[config.mk]
export PLATFORM = sky130hd
export DESIGN_NAME = pulse_top
export DESIGN_NICKNAME = d
export VERILOG_FILES = /design/src/design/pulse_pkg.sv /design/src/design/param_loader.sv /design/src/design/period_timer.sv /design/src/design/echo_sequencer.sv /design/src/design/nutation_gate.sv /design/src/design/pulse_top.sv
export VERILOG_INCLUDE_DIRS = /design/src /design/src/design
export SDC_FILE = /design/constraint.sdc
export NUM_CORES = 1
export LEC_CHECK = 0
export BUFFER_PORTS_ARGS = -buffer_cell sky130_fd_sc_hd__buf_2
export CAP_MARGIN = 20
export CORE_MARGIN = 8
export CORE_UTILIZATION = 45
export CTS_CLUSTER_SIZE = 14
export DETAILED_ROUTE_END_ITERATION = 8
export PLACE_DENSITY = 0.63
export SKIP_CTS_REPAIR_TIMING = 1
export SLEW_MARGIN = 25
export SYNTH_ARGS = -nofsm -noshare
export SYNTH_HDL_FRONTEND = slang
export SYNTH_SLANG_ARGS = --single-unit
[constraint.sdc]
create_clock -name clk -period 10.1 [get_ports clk]
set_input_delay 1.515 -clock clk [delete_from_list [all_inputs] [get_ports clk]]
set_output_delay 1.515 -clock clk [all_outputs]
set_load 0.02 [all_outputs]
[src/design/pulse_params.svh]
`ifndef PULSE_PARAMS_SVH
`define PULSE_PARAMS_SVH

// field widths
`define PERIOD_W      24  // period counter, long enough for slow repetition rates
`define TIME_W        16  // pulse widths and delays
`define NUT_WIDTH_W   8
`define COUNT_W       8   // number of pi pulses
`define BLANK_DELAY_W 8

// power-up parameter set, a Hahn echo with blanking
`define DEF_PERIOD      2000
`define DEF_PUMP_WIDTH  30
`define DEF_PI_WIDTH    30
`define DEF_PI_DELAY    200
`define DEF_PI_COUNT    1
`define DEF_BLANK_DELAY 50
`define DEF_BLANK_WIDTH 100
`define DEF_PUMP_EN     1'b1
`define DEF_BLANK_EN    1'b1
`define DEF_NUT_EN      1'b0
`define DEF_NUT_WIDTH   50
`define DEF_NUT_DELAY   300

`endif

[src/design/pulse_pkg.sv]
package pulse_pkg;

`include "pulse_params.svh"

	typedef logic [`PERIOD_W-1:0]      period_t;      // period length or phase
	typedef logic [`TIME_W-1:0]        pulse_time_t;  // pulse width or delay
	typedef logic [`NUT_WIDTH_W-1:0]   nut_width_t;
	typedef logic [`COUNT_W-1:0]       pulse_count_t; // 0 = CW, 1 = Hahn, >1 = CPMG
	typedef logic [`BLANK_DELAY_W-1:0] blank_delay_t;

	// CW holds the switch open, echo covers both Hahn and CPMG
	typedef enum logic {
		MODE_CW,
		MODE_ECHO
	} seq_mode_t;

	// walk through one echo train
	typedef enum logic [1:0] {
		TR_PUMP,
		TR_GAP,
		TR_PI,
		TR_DONE
	} train_state_t;

	typedef enum logic {
		LD_IDLE,
		LD_ACK
	} load_state_t;

endpackage

[src/design/param_loader.sv]
`timescale 1ns/1ns

`include "pulse_params.svh"

module param_loader import pulse_pkg::*; (
	input  logic         clk,
	input  logic         reset,
	input  logic         load_req,     // host request, asynchronous to us
	input  period_t      period,
	input  pulse_time_t  pump_width,
	input  pulse_time_t  pi_delay,
	input  pulse_time_t  pi_width,
	input  pulse_time_t  nut_delay,
	input  nut_width_t   nut_width,
	input  pulse_count_t pi_count,
	input  blank_delay_t blank_delay,
	input  pulse_time_t  blank_width,
	input  logic         pump_en,
	input  logic         nut_en,
	input  logic         blank_en,
	input  logic         period_start, // last cycle of the period, active set swaps here
	output logic         load_ack,
	output period_t      act_period,
	output pulse_time_t  act_pump_width,
	output pulse_time_t  act_pi_delay,
	output pulse_time_t  act_pi_width,
	output pulse_time_t  act_nut_delay,
	output nut_width_t   act_nut_width,
	output pulse_count_t act_pi_count,
	output blank_delay_t act_blank_delay,
	output pulse_time_t  act_blank_width,
	output logic         act_pump_en,
	output logic         act_nut_en,
	output logic         act_blank_en
);
	load_state_t  ld_state;
	logic         req_s1;   // two flop synchroniser on load_req
	logic         req_s2;
	logic         pending;  // shadow set captured but not yet applied
	logic         capture;

	period_t      sh_period;
	pulse_time_t  sh_pump_width;
	pulse_time_t  sh_pi_delay;
	pulse_time_t  sh_pi_width;
	pulse_time_t  sh_nut_delay;
	nut_width_t   sh_nut_width;
	pulse_count_t sh_pi_count;
	blank_delay_t sh_blank_delay;
	pulse_time_t  sh_blank_width;
	logic         sh_pump_en;
	logic         sh_nut_en;
	logic         sh_blank_en;

	assign capture  = (ld_state == LD_IDLE) && req_s2;
	assign load_ack = (ld_state == LD_ACK);  // state decode, so ack comes straight off a flop

	// handshake side
	always_ff @(posedge clk) begin
		if (reset) begin
			req_s1   <= 1'b0;
			req_s2   <= 1'b0;
			ld_state <= LD_IDLE;
		end else begin
			req_s1 <= load_req;
			req_s2 <= req_s1;
			case (ld_state)
				LD_IDLE: begin
					if (req_s2) begin
						ld_state <= LD_ACK;
					end
				end
				default: begin
					if (!req_s2) begin  // host dropped req, release ack
						ld_state <= LD_IDLE;
					end
				end
			endcase
		end
	end

	// host data is stable while req is up
	always_ff @(posedge clk) begin
		if (capture) begin
			sh_period      <= period;
			sh_pump_width  <= pump_width;
			sh_pi_delay    <= pi_delay;
			sh_pi_width    <= pi_width;
			sh_nut_delay   <= nut_delay;
			sh_nut_width   <= nut_width;
			sh_pi_count    <= pi_count;
			sh_blank_delay <= blank_delay;
			sh_blank_width <= blank_width;
			sh_pump_en     <= pump_en;
			sh_nut_en      <= nut_en;
			sh_blank_en    <= blank_en;
		end
	end

	always_ff @(posedge clk) begin
		if (reset) begin
			pending         <= 1'b0;
			act_period      <= period_t'(`DEF_PERIOD);
			act_pump_width  <= pulse_time_t'(`DEF_PUMP_WIDTH);
			act_pi_delay    <= pulse_time_t'(`DEF_PI_DELAY);
			act_pi_width    <= pulse_time_t'(`DEF_PI_WIDTH);
			act_nut_delay   <= pulse_time_t'(`DEF_NUT_DELAY);
			act_nut_width   <= nut_width_t'(`DEF_NUT_WIDTH);
			act_pi_count    <= pulse_count_t'(`DEF_PI_COUNT);
			act_blank_delay <= blank_delay_t'(`DEF_BLANK_DELAY);
			act_blank_width <= pulse_time_t'(`DEF_BLANK_WIDTH);
			act_pump_en     <= `DEF_PUMP_EN;
			act_nut_en      <= `DEF_NUT_EN;
			act_blank_en    <= `DEF_BLANK_EN;
		end else begin
			if (period_start && pending) begin  // new set is live from phase 0 on
				act_period      <= sh_period;
				act_pump_width  <= sh_pump_width;
				act_pi_delay    <= sh_pi_delay;
				act_pi_width    <= sh_pi_width;
				act_nut_delay   <= sh_nut_delay;
				act_nut_width   <= sh_nut_width;
				act_pi_count    <= sh_pi_count;
				act_blank_delay <= sh_blank_delay;
				act_blank_width <= sh_blank_width;
				act_pump_en     <= sh_pump_en;
				act_nut_en      <= sh_nut_en;
				act_blank_en    <= sh_blank_en;
			end
			// a capture on the swap edge waits for the following period
			if (capture) begin
				pending <= 1'b1;
			end else if (period_start) begin
				pending <= 1'b0;
			end
		end
	end

endmodule

[src/design/period_timer.sv]
`timescale 1ns/1ns

module period_timer import pulse_pkg::*; (
	input  logic    clk,
	input  logic    reset,
	input  period_t period,        // last phase value, period lasts period+1 cycles
	output period_t phase,
	output logic    period_start   // high on the cycle before phase returns to 0
);

	// >= so a shrunk period can never leave the counter running away
	assign period_start = (phase >= period);

	always_ff @(posedge clk) begin
		if (reset) begin
			phase <= '0;
		end else if (period_start) begin
			phase <= '0;  // wrap
		end else begin
			phase <= phase + 1'b1;
		end
	end

endmodule

[src/design/echo_sequencer.sv]
`timescale 1ns/1ns

module echo_sequencer import pulse_pkg::*; (
	input  logic         clk,
	input  logic         reset,
	input  period_t      phase,
	input  pulse_time_t  pump_width,   // P
	input  pulse_time_t  pi_delay,     // D
	input  pulse_time_t  pi_width,     // W
	input  blank_delay_t blank_delay,  // pi end to blank window start
	input  pulse_time_t  blank_width,  // length of the receive window
	input  pulse_count_t pi_count,     // n, 0 selects CW
	input  logic         pump_en,
	input  logic         blank_en,
	output logic         seq_pulse,
	output logic         seq_sync,
	output logic         seq_inhib
);
	seq_mode_t    mode;
	train_state_t state;
	pulse_count_t pi_idx;       // pi pulse the start/end registers point at
	pulse_count_t blk_idx;      // pi pulse the blank registers point at
	pulse_count_t last_idx;
	logic         blk_run;      // blank windows still to come this period

	period_t      pi_start;     // running next-edge registers
	period_t      pi_end;
	period_t      blk_start;
	period_t      blk_end;

	period_t      pump_end;
	period_t      step;         // W + 2D between pi pulses
	period_t      first_start;
	period_t      first_end;
	period_t      first_blk_start;
	period_t      first_blk_end;

	logic         pump_hit;
	logic         pi_hit;
	logic         blk_hit;
	logic         pi_done;      // current pi pulse ends this cycle
	logic         blk_done;
	logic         at_last_end;
	logic         pulse_nx;
	logic         sync_nx;
	logic         inhib_nx;

	assign mode     = (pi_count == '0) ? MODE_CW : MODE_ECHO;
	assign last_idx = pi_count - 1'b1;

	// edges of the first pi pulse, later ones are stepped from these
	assign pump_end        = period_t'(pump_width);
	assign step            = period_t'(pi_width) + (period_t'(pi_delay) << 1);
	assign first_start     = pump_end + period_t'(pi_delay);
	assign first_end       = first_start + period_t'(pi_width);
	assign first_blk_start = first_end + period_t'(blank_delay);
	assign first_blk_end   = first_blk_start + period_t'(blank_width);

	assign pump_hit    = (state == TR_PUMP) && pump_en && (phase < pump_end);
	assign pi_hit      = (state != TR_DONE) && (phase >= pi_start) && (phase < pi_end);
	assign blk_hit     = blk_run && (phase >= blk_start) && (phase < blk_end);
	assign pi_done     = (state != TR_DONE) && (phase == pi_end);
	assign blk_done    = blk_run && (phase == blk_end);
	assign at_last_end = pi_done && (pi_idx == last_idx);  // sync drops here

	always_comb begin
		if (mode == MODE_CW) begin
			pulse_nx = 1'b1;  // switch held open
			sync_nx  = 1'b0;
			inhib_nx = 1'b0;
		end else if (phase == '0) begin
			// edge registers reload on this cycle and are stale here
			pulse_nx = pump_en && (pump_width != '0);
			sync_nx  = 1'b1;
			inhib_nx = blank_en;
		end else begin
			pulse_nx = pump_hit || pi_hit;
			sync_nx  = (state != TR_DONE) && !at_last_end;
			inhib_nx = blank_en && !blk_hit;  // open the receiver only in the window
		end
	end

	// train FSM
	always_ff @(posedge clk) begin
		if (reset) begin
			state   <= TR_DONE;
			pi_idx  <= '0;
			blk_idx <= '0;
			blk_run <= 1'b0;
		end else if (phase == '0) begin
			state   <= (mode == MODE_ECHO) ? TR_PUMP : TR_DONE;
			pi_idx  <= '0;
			blk_idx <= '0;
			blk_run <= (mode == MODE_ECHO);
		end else begin
			if (pi_done) begin
				pi_idx <= pi_idx + 1'b1;
				state  <= at_last_end ? TR_DONE : TR_GAP;
			end else begin
				case (state)
					TR_PUMP: begin
						if (phase >= pump_end) begin
							state <= TR_GAP;
						end
					end
					TR_GAP: begin
						if (phase >= pi_start) begin  // pi pulse starts
							state <= TR_PI;
						end
					end
					default: begin
						state <= state;  // TR_PI left through pi_done, TR_DONE waits for phase 0
					end
				endcase
			end
			if (blk_done) begin
				blk_idx <= blk_idx + 1'b1;
				blk_run <= (blk_idx != last_idx);
			end
		end
	end

	// next-edge registers, guarded by state and blk_run
	always_ff @(posedge clk) begin
		if (phase == '0) begin
			pi_start  <= first_start;
			pi_end    <= first_end;
			blk_start <= first_blk_start;
			blk_end   <= first_blk_end;
		end else begin
			if (pi_done) begin
				pi_start <= pi_start + step;
				pi_end   <= pi_end + step;
			end
			if (blk_done) begin
				blk_start <= blk_start + step;
				blk_end   <= blk_end + step;
			end
		end
	end

	// first of the two output register stages
	always_ff @(posedge clk) begin
		if (reset) begin
			seq_pulse <= 1'b0;
			seq_sync  <= 1'b0;
			seq_inhib <= 1'b0;
		end else begin
			seq_pulse <= pulse_nx;
			seq_sync  <= sync_nx;
			seq_inhib <= inhib_nx;
		end
	end

endmodule

[src/design/nutation_gate.sv]
`timescale 1ns/1ns

module nutation_gate import pulse_pkg::*; (
	input  logic        clk,
	input  logic        reset,
	input  period_t     phase,
	input  period_t     period,
	input  logic        nut_en,
	input  pulse_time_t nut_delay,  // window end, counted back from the period end
	input  nut_width_t  nut_width,
	input  logic        seq_pulse,  // already one cycle behind phase
	input  logic        seq_sync,
	input  logic        seq_inhib,
	output logic        pulse_on,
	output logic        sync_on,
	output logic        inhib
);
	period_t nut_start;
	period_t nut_stop;
	logic    nut_win;   // lines up with the seq_* register stage

	// window sits near the period end so the one cycle lag after a swap is harmless
	always_ff @(posedge clk) begin
		nut_start <= period - period_t'(nut_delay) - period_t'(nut_width);
		nut_stop  <= period - period_t'(nut_delay);
	end

	always_ff @(posedge clk) begin
		if (reset) begin
			nut_win  <= 1'b0;
			pulse_on <= 1'b0;
			sync_on  <= 1'b0;
			inhib    <= 1'b0;
		end else begin
			nut_win  <= nut_en && (phase >= nut_start) && (phase < nut_stop);
			pulse_on <= seq_pulse || nut_win;  // merge into the switch gate
			sync_on  <= seq_sync;
			inhib    <= seq_inhib;
		end
	end

endmodule

[src/design/pulse_top.sv]
`timescale 1ns/1ns

module pulse_top import pulse_pkg::*; (
	input  logic         clk,
	input  logic         reset,
	input  logic         load_req,
	output logic         load_ack,
	input  period_t      period,
	input  pulse_time_t  pump_width,
	input  pulse_time_t  pi_delay,
	input  pulse_time_t  pi_width,
	input  pulse_time_t  nut_delay,
	input  nut_width_t   nut_width,
	input  pulse_count_t pi_count,
	input  blank_delay_t blank_delay,
	input  pulse_time_t  blank_width,
	input  logic         pump_en,
	input  logic         nut_en,
	input  logic         blank_en,
	output logic         sync_on,   // scope trigger
	output logic         pulse_on,  // microwave switch gate
	output logic         inhib      // receiver blanking
);
	// active parameter set
	period_t      act_period;
	pulse_time_t  act_pump_width;
	pulse_time_t  act_pi_delay;
	pulse_time_t  act_pi_width;
	pulse_time_t  act_nut_delay;
	nut_width_t   act_nut_width;
	pulse_count_t act_pi_count;
	blank_delay_t act_blank_delay;
	pulse_time_t  act_blank_width;
	logic         act_pump_en;
	logic         act_nut_en;
	logic         act_blank_en;

	period_t      phase;
	logic         period_start;
	logic         seq_pulse;
	logic         seq_sync;
	logic         seq_inhib;

	param_loader u_loader (
		.clk(clk),
		.reset(reset),
		.load_req(load_req),
		.period(period),
		.pump_width(pump_width),
		.pi_delay(pi_delay),
		.pi_width(pi_width),
		.nut_delay(nut_delay),
		.nut_width(nut_width),
		.pi_count(pi_count),
		.blank_delay(blank_delay),
		.blank_width(blank_width),
		.pump_en(pump_en),
		.nut_en(nut_en),
		.blank_en(blank_en),
		.period_start(period_start),
		.load_ack(load_ack),
		.act_period(act_period),
		.act_pump_width(act_pump_width),
		.act_pi_delay(act_pi_delay),
		.act_pi_width(act_pi_width),
		.act_nut_delay(act_nut_delay),
		.act_nut_width(act_nut_width),
		.act_pi_count(act_pi_count),
		.act_blank_delay(act_blank_delay),
		.act_blank_width(act_blank_width),
		.act_pump_en(act_pump_en),
		.act_nut_en(act_nut_en),
		.act_blank_en(act_blank_en)
	);

	period_timer u_timer (
		.clk(clk),
		.reset(reset),
		.period(act_period),
		.phase(phase),
		.period_start(period_start)
	);

	echo_sequencer u_seq (
		.clk(clk),
		.reset(reset),
		.phase(phase),
		.pump_width(act_pump_width),
		.pi_delay(act_pi_delay),
		.pi_width(act_pi_width),
		.blank_delay(act_blank_delay),
		.blank_width(act_blank_width),
		.pi_count(act_pi_count),
		.pump_en(act_pump_en),
		.blank_en(act_blank_en),
		.seq_pulse(seq_pulse),
		.seq_sync(seq_sync),
		.seq_inhib(seq_inhib)
	);

	nutation_gate u_gate (
		.clk(clk),
		.reset(reset),
		.phase(phase),
		.period(act_period),
		.nut_en(act_nut_en),
		.nut_delay(act_nut_delay),
		.nut_width(act_nut_width),
		.seq_pulse(seq_pulse),
		.seq_sync(seq_sync),
		.seq_inhib(seq_inhib),
		.pulse_on(pulse_on),
		.sync_on(sync_on),
		.inhib(inhib)
	);

endmodule

* Word level (Yosys, flattened, before mapping)
Cells that the tools add are included.
** Cells by class
- Add/subtract/negate cells :: 15
- Multiply operators :: 0
- Div/mod/pow operators :: 0
- Magnitude comparators :: 9
- Eq/ne operators :: 8
- Shift operators :: 0
- Multiplexer cells :: 25
- Bitwise operators :: 1
- Reductions and logical operators :: 32
** Operators by type and width (count)
- two-way mux 24 bit :: 8
- adder 24 bit :: 4
- >= comparator 24 bit :: 4
- < comparator 24 bit :: 3
- adder 24 x 16 -> 24 bit :: 2
- == test 24 bit :: 2
- adder 24 x 1 -> 24 bit (second input constant) :: 1
- adder 24 x 8 -> 24 bit :: 1
- >= comparator 24 x 16 -> 1 bit :: 1
- logical NOT 24 bit :: 1
- < comparator 24 x 16 -> 1 bit :: 1
- subtractor 24 x 16 -> 24 bit :: 1
- subtractor 24 x 8 -> 24 bit :: 1
- adder 16 x 17 -> 18 bit :: 1
- adder 16 x 16 -> 17 bit :: 1
- adder 8 x 1 -> 8 bit (second input constant) :: 2
- logical AND 1 bit :: 16
- nonzero test 16 bit :: 1
- two-way mux 2 bit :: 6
- two-way mux 1 bit :: 10
- == test 8 bit :: 1
- logical NOT 8 bit :: 1
- inequality test 8 bit :: 1
- subtractor 8 x 1 -> 8 bit (second input constant) :: 1
- other kinds (13) :: 19
** Storage, ports and cells
- Register bits :: 460
- Bits in latches :: 0
- RAM bits :: 0
- Bits in read-only memories :: 0
- Input bits :: 134
- Output and inout port bits :: 4
- Word-level logic and storage cells :: 136
- Memories :: 0

* Depth between registers and ports, before layout
- Depth in word-level cells :: 6
- Mapped depth :: 26
- Mapped depth without buffers :: 26

* Modules after synthesis
From an unflattened synthesis, not the netlist that was laid out.
** Unflattened totals
- Cells, all modules :: 3141
- Area, all modules :: 30171.4 µm²
** Modules (own cells, without submodules)
- echo_sequencer :: instances 1, cells an instance 1726, area an instance 14547.7 µm², seq. area each 3323.2 µm²
- param_loader :: instances 1, cells an instance 701, area an instance 9531.6 µm², seq. area each 6636.4 µm²
- nutation_gate :: instances 1, cells an instance 517, area an instance 4265.3 µm², seq. area each 1041.0 µm²
- period_timer :: instances 1, cells an instance 197, area an instance 1826.8 µm², seq. area each 480.5 µm²

* Worst setup path after synthesis
Ideal clock, no wire load.
- Kind :: reg2reg
- Start :: register u_loader.ld_state (netlist: u_loader.load_ack)
- End :: register u_loader.sh_blank_delay[0], enable pin
- Arrival :: 6.171 ns
- Slack :: 3.289 ns
- Stages on the path, launching flop included :: 2
- Buffers on the path :: 0
- Period minus slack after synthesis :: 6.811 ns
- Cell sequence :: dfxtp_1 > nor2b_1
** Between the ends
- Word-level cells in the longest chain between the ends :: 2
** RTL lines
- start, declared :: line param_loader.sv:36 : load_state_t ld_state;
- start signal, assigned :: line param_loader.sv:63 : ld_state <= LD_IDLE;
- start signal, assigned :: line param_loader.sv:70 : ld_state <= LD_ACK;
- start signal, assigned :: line param_loader.sv:75 : ld_state <= LD_IDLE;
- NOT 1 bit
- logical AND 1 bit :: line param_loader.sv:55 : assign capture = (ld_state == LD_IDLE) && req_s2;
- via u_loader.capture :: line param_loader.sv:40 : logic capture;
- end signal, assigned :: line param_loader.sv:92 : sh_blank_delay <= blank_delay;
- end, declared :: line param_loader.sv:49 : blank_delay_t sh_blank_delay;
The timed path passes the listed nets, and every way through them passes these cells.
A chain may end at the register's enable or synchronous reset.

* Worst setup path after layout
- Start :: register u_loader.act_pump_width[0]
- End :: register u_seq.blk_end[16], data pin
** Between the ends
- Word-level cells in the longest chain between the ends :: 5
** RTL lines
- start, declared :: line param_loader.sv:24 : output pulse_time_t act_pump_width,
- start signal, assigned :: line param_loader.sv:104 : act_pump_width <= pulse_time_t'(`DEF_PUMP_WIDTH);
- start signal, assigned :: line param_loader.sv:118 : act_pump_width <= sh_pump_width;
- adder 16 x 16 -> 17 bit :: line echo_sequencer.sv:54 : assign first_start = pump_end + period_t'(pi_delay);
- adder 24 x 16 -> 24 bit :: line echo_sequencer.sv:55 : assign first_end = first_start + period_t'(pi_width);
- adder 24 x 8 -> 24 bit :: line echo_sequencer.sv:56 : assign first_blk_start = first_end + period_t'(blank_delay);
- adder 24 x 16 -> 24 bit :: line echo_sequencer.sv:57 : assign first_blk_end = first_blk_start + period_t'(blank_width);
- two-way mux 24 bit :: line echo_sequencer.sv:125 : if (phase == '0) begin
- end signal, assigned :: line echo_sequencer.sv:129 : blk_end <= first_blk_end;
- end signal, assigned :: line echo_sequencer.sv:137 : blk_end <= blk_end + step;
- end, declared :: line echo_sequencer.sv:29 : period_t blk_end;
Every way passes these cells.

==> flow_summary.yaml <==
global_routing:
  antenna_found_initial: 0
  grt_max_degree: 90
  grt_first_pass_wirelength_um: 123000
  grt_pass1_vias: 22305
  track_usage: 0.215
  overflow: 0
detailed_routing:
  ant_nets: 0
  vias: 22478
  firstDrtPassIters: 5
  drtIter0Drc: 1626
  wl_per_cell_um: 18.9
  drc: 0
  via_per_inst: 5.48
  totalWireLength_um: 77500
cts:
  htree_levels: 2
  cts_sinks: 460
  cts_made_buffers: 50
  cts_tree: "yes"
  clockBufferDepth: 3
  clock_latency_ps: 630
  clk_pin_slew_worst_paths_ps: 60
  clk_root_buffer_cell: "clkbuf_16"
job:
  max_cap_violations: 0
synth:
  synth_area_leaders: "edfxtp_1 (24%), dfxtp_1 (16%), ha_1 (16%)"
  netlist_area_mm2: 0.0285
  syn-instance-count: 3062
  synth.yosys.seq_area_share: 0.403
  synth_nets: 3566
  synth_edf_count: 227
  ys_async_sr_fraction: 0
  post_synth.cell_area_avg_um2: 9.30
  netlist_top_cells_count: "nand2_1 (372), ha_1 (359), a21oi_1 (277)"
  synth_top_area_frac: 0.239
  ys_types: 81
  yosys_most_used_dff: "dfxtp_1"
  synth_top_area_cell: "edfxtp_1"
  synth_seq_cells: 460
  ys.warnings.count: 0
  yosysMostFrequentCell: "nand2_1"
worst_setup_path:
  crit_chain: "ha_1 -> inv_1 -> fa_1 -> nor2b_1 -> o31a_1 -> a21oi_1 -> ha_1 -> and3_1 -> a2111oi_2 -> xnor2_1 -> ha_1 -> o21a_1 -> o31a_1 -> o21ai_0 -> nand2b_1 -> xnor2_1 -> ha_1 -> a21o_1 -> o21ai_0 -> a21oi_1 -> o41ai_1 -> o21ai_0 -> xnor2_1 -> mux2i_1"
  critPathMaxStageDelay_ps: 460
  worstPathMaxFanout: 6
  arrival_ps: 6540
  slowest_stage: "a2111oi_2"
  crit_top_cell: "ha_1"
  start_kind: "flop"
  ff2ff_setup_slack_ps: 3830
  cp-end-kind: "flop"
  r2r_cells: 24
  worstPathRequired_ps: 10370
  r2r-start: "u_loader.act_pump_width[0]$_SDFFE_PP0P_"
  reg2reg_to: "u_seq.blk_end[16]$_DFFE_PP_"
  path_class: "flop to flop"
sta:
  worstMarginPinSlew_ps: 993
  finalCritPeriodShare: 0.620
  clock_skew_ps: 78.0
  rsz0062_at_grt: "false"
  relSlewSlack: 0.338
  slew_violations: 0
  fin_hold_ws_ps: 439
  finalHoldViolCount: 0
  fin_tns_setup_ps: 0
  fmax_mhz: 160
  min_period_ps: 6270
  setup_viol: 0
die:
  pin_count: 138
  dieArea_mm2: 0.0716
  initial_utilization: 0.453
  die_w_um: 268
  core_area_mm2: 0.0629
  placementRows: 92
  die_h_um: 268
place:
  port_buffers: 137
  hpwl_um: 59200
  gp_congestion: 0.909
worst_hold_path:
  hold_path.class: "flop to flop"
  hold_depth: 1
  holdCritStartpoint: "u_loader.req_s1$_SDFF_PP0_"
  worstHoldEndpoint: "u_loader.req_s2$_SDFF_PP0_"
final_layout:
  fin_nets: 3715
  drive_gt1_frac: 0.0861
  area_growth_pct: 11.9
outcome:
  status: "finished, final reports clean"
power:
  p_leak_nw: 13.9
  p_per_area_mw_per_mm2: 149
  ir_drop_v: 0.000130
[worst max-delay path: cells and delay by family, from the launching register on]
kind	cells	cell delay, ps
AOI/OAI and AO/OA	11	2600
xor gates and xnor gates	3	590
adders and majority gates	5	1680
buffers and inverters	1	60
DFF	1	400
muxes	1	90
and+or+nand+nor	3	500
[final cells by class]
cell class,instances,area [um2]
multi-input cells,2260,15700
flip-flops and latches,460,11500
clock inverters,20,193
fillers,5929,31000
repair buffers,170,936
inverters,269,1010
clock buffers,73,1450
diodes,1,2.50
well taps,846,1060
[flip-flops by register name, summed over array words and instances (netlist names), 16 cells and up]
name                      count
u_loader.act_blank_width     16
u_loader.act_pi_width        16
u_seq.pi_end                 24
u_loader.sh_pi_width         16
u_seq.blk_end                24
u_loader.act_pump_width      16
u_loader.sh_pump_width       16
u_loader.act_period          24
u_loader.sh_pi_delay         16
u_loader.sh_nut_delay        16
u_loader.sh_blank_width      16
u_timer.phase                24
u_loader.act_pi_delay        16
u_loader.sh_period           24
u_seq.blk_start              24
u_gate.nut_start             24
u_gate.nut_stop              24
u_loader.act_nut_delay       16
u_seq.pi_start               24
[cells by family (layout without fill, tap and decap cells)]
family | count (synthesis) | in the layout | synth area share
AND/OR/NAND/NOR | 936 | 936 | 0.153
flip-flops | 460 | 460 | 0.403
adder cells (fa/ha/maj) | 370 | 370 | 0.166
multiplexers | 5 | 5 | 0.00180
AO/OA/AOI/OAI | 719 | 719 | 0.160
other | 0 | 1 | 0
XOR/XNOR | 230 | 230 | 0.0713
buffers and inverters | 342 | 532 | 0.0451
[worst max-delay path by stage]
stage	from	to	slack, ps
6_report	u_loader.act_pump_width[0]$_SDFFE_PP0P_	u_seq.blk_end[16]$_DFFE_PP_	3830
3_5_place_dp	u_loader.act_pump_width[0]$_SDFFE_PP0P_	u_seq.blk_end[16]$_DFFE_PP_	4020
4_1_cts	u_loader.act_pump_width[0]$_SDFFE_PP0P_	u_seq.blk_end[16]$_DFFE_PP_	3890
3_3_place_gp	u_loader.act_pump_width[0]$_SDFFE_PP0P_	u_seq.blk_end[16]$_DFFE_PP_	4100
5_1_grt	u_loader.act_pump_width[0]$_SDFFE_PP0P_	u_seq.blk_end[16]$_DFFE_PP_	3370
2_1_floorplan	u_loader.load_ack$_SDFF_PP0_	u_loader.sh_blank_delay[0]$_DFFE_PP_	3290
[stage by stage]
| step | cell area [um2] | worst slack (ps) | total power [W] | std cells | utilization |
|---|---|---|---|---|---|
| 6_report | 31900 | 3830 | 0.00474 | 4099 | 0.507 |
| 5_1_grt | 31900 | 3370 | 0.00496 | 4098 | 0.507 |
| 4_1_cts | 31900 | 3890 | 0.00477 | 4098 | 0.507 |
| 3_5_place_dp | 30200 | 4020 | 0.00293 | 4005 | 0.481 |
| 3_3_place_gp | 30200 | 4100 | 0.00290 | 4005 | 0.481 |
| 2_1_floorplan | 28500 | 3290 | 0.00272 | 3062 | - |
[layer usage]
| metal | part of all wire | GRT usage |
|---|---|---|
| met1 | 0.46 | 0.292 |
| met2 | 0.46 | 0.355 |
| met3 | 0.053 | 0.0294 |
| met4 | 0.028 | 0.0632 |
| met5 | 0 | 0 |
[cells in the final DEF (no fill, tap or decap), types with 13 or more instances in the layout]
master | Yosys | final
a211oi_1 | 17 | 17
a21o_1 | 104 | 104
a21oi_1 | 277 | 277
a31oi_1 | 16 | 16
and2_1 | 14 | 14
and3_1 | 30 | 30
buf_2 | 1 | 136
buf_4 | 0 | 34
clkbuf_1 | 71 | 13
clkbuf_16 | 0 | 51
dfxtp_1 | 233 | 233
edfxtp_1 | 227 | 227
ha_1 | 359 | 359
inv_1 | 269 | 268
nand2_1 | 372 | 372
nand2b_1 | 30 | 30
nand3_1 | 71 | 71
nand4_1 | 45 | 45
nor2_1 | 207 | 207
nor2b_1 | 33 | 32
nor3_1 | 45 | 44
nor4_1 | 21 | 21
o211ai_1 | 32 | 32
o21a_1 | 46 | 46
o21ai_0 | 127 | 126
o21bai_1 | 16 | 16
or3_1 | 31 | 30
xnor2_1 | 146 | 146
xor2_1 | 82 | 82
[power by group]
group | internal (W) | leakage (nW) | switching [W] | total [W]
combinational | 0.000293 | 9.04 | 0.000445 | 0.000738
clock | 0.00103 | 0.797 | 0.000800 | 0.00183
sequential | 0.00210 | 4.05 | 0.0000668 | 0.00217
total | 0.00342 | 13.9 | 0.00131 | 0.00474
(Power assumes the default switching activity.)
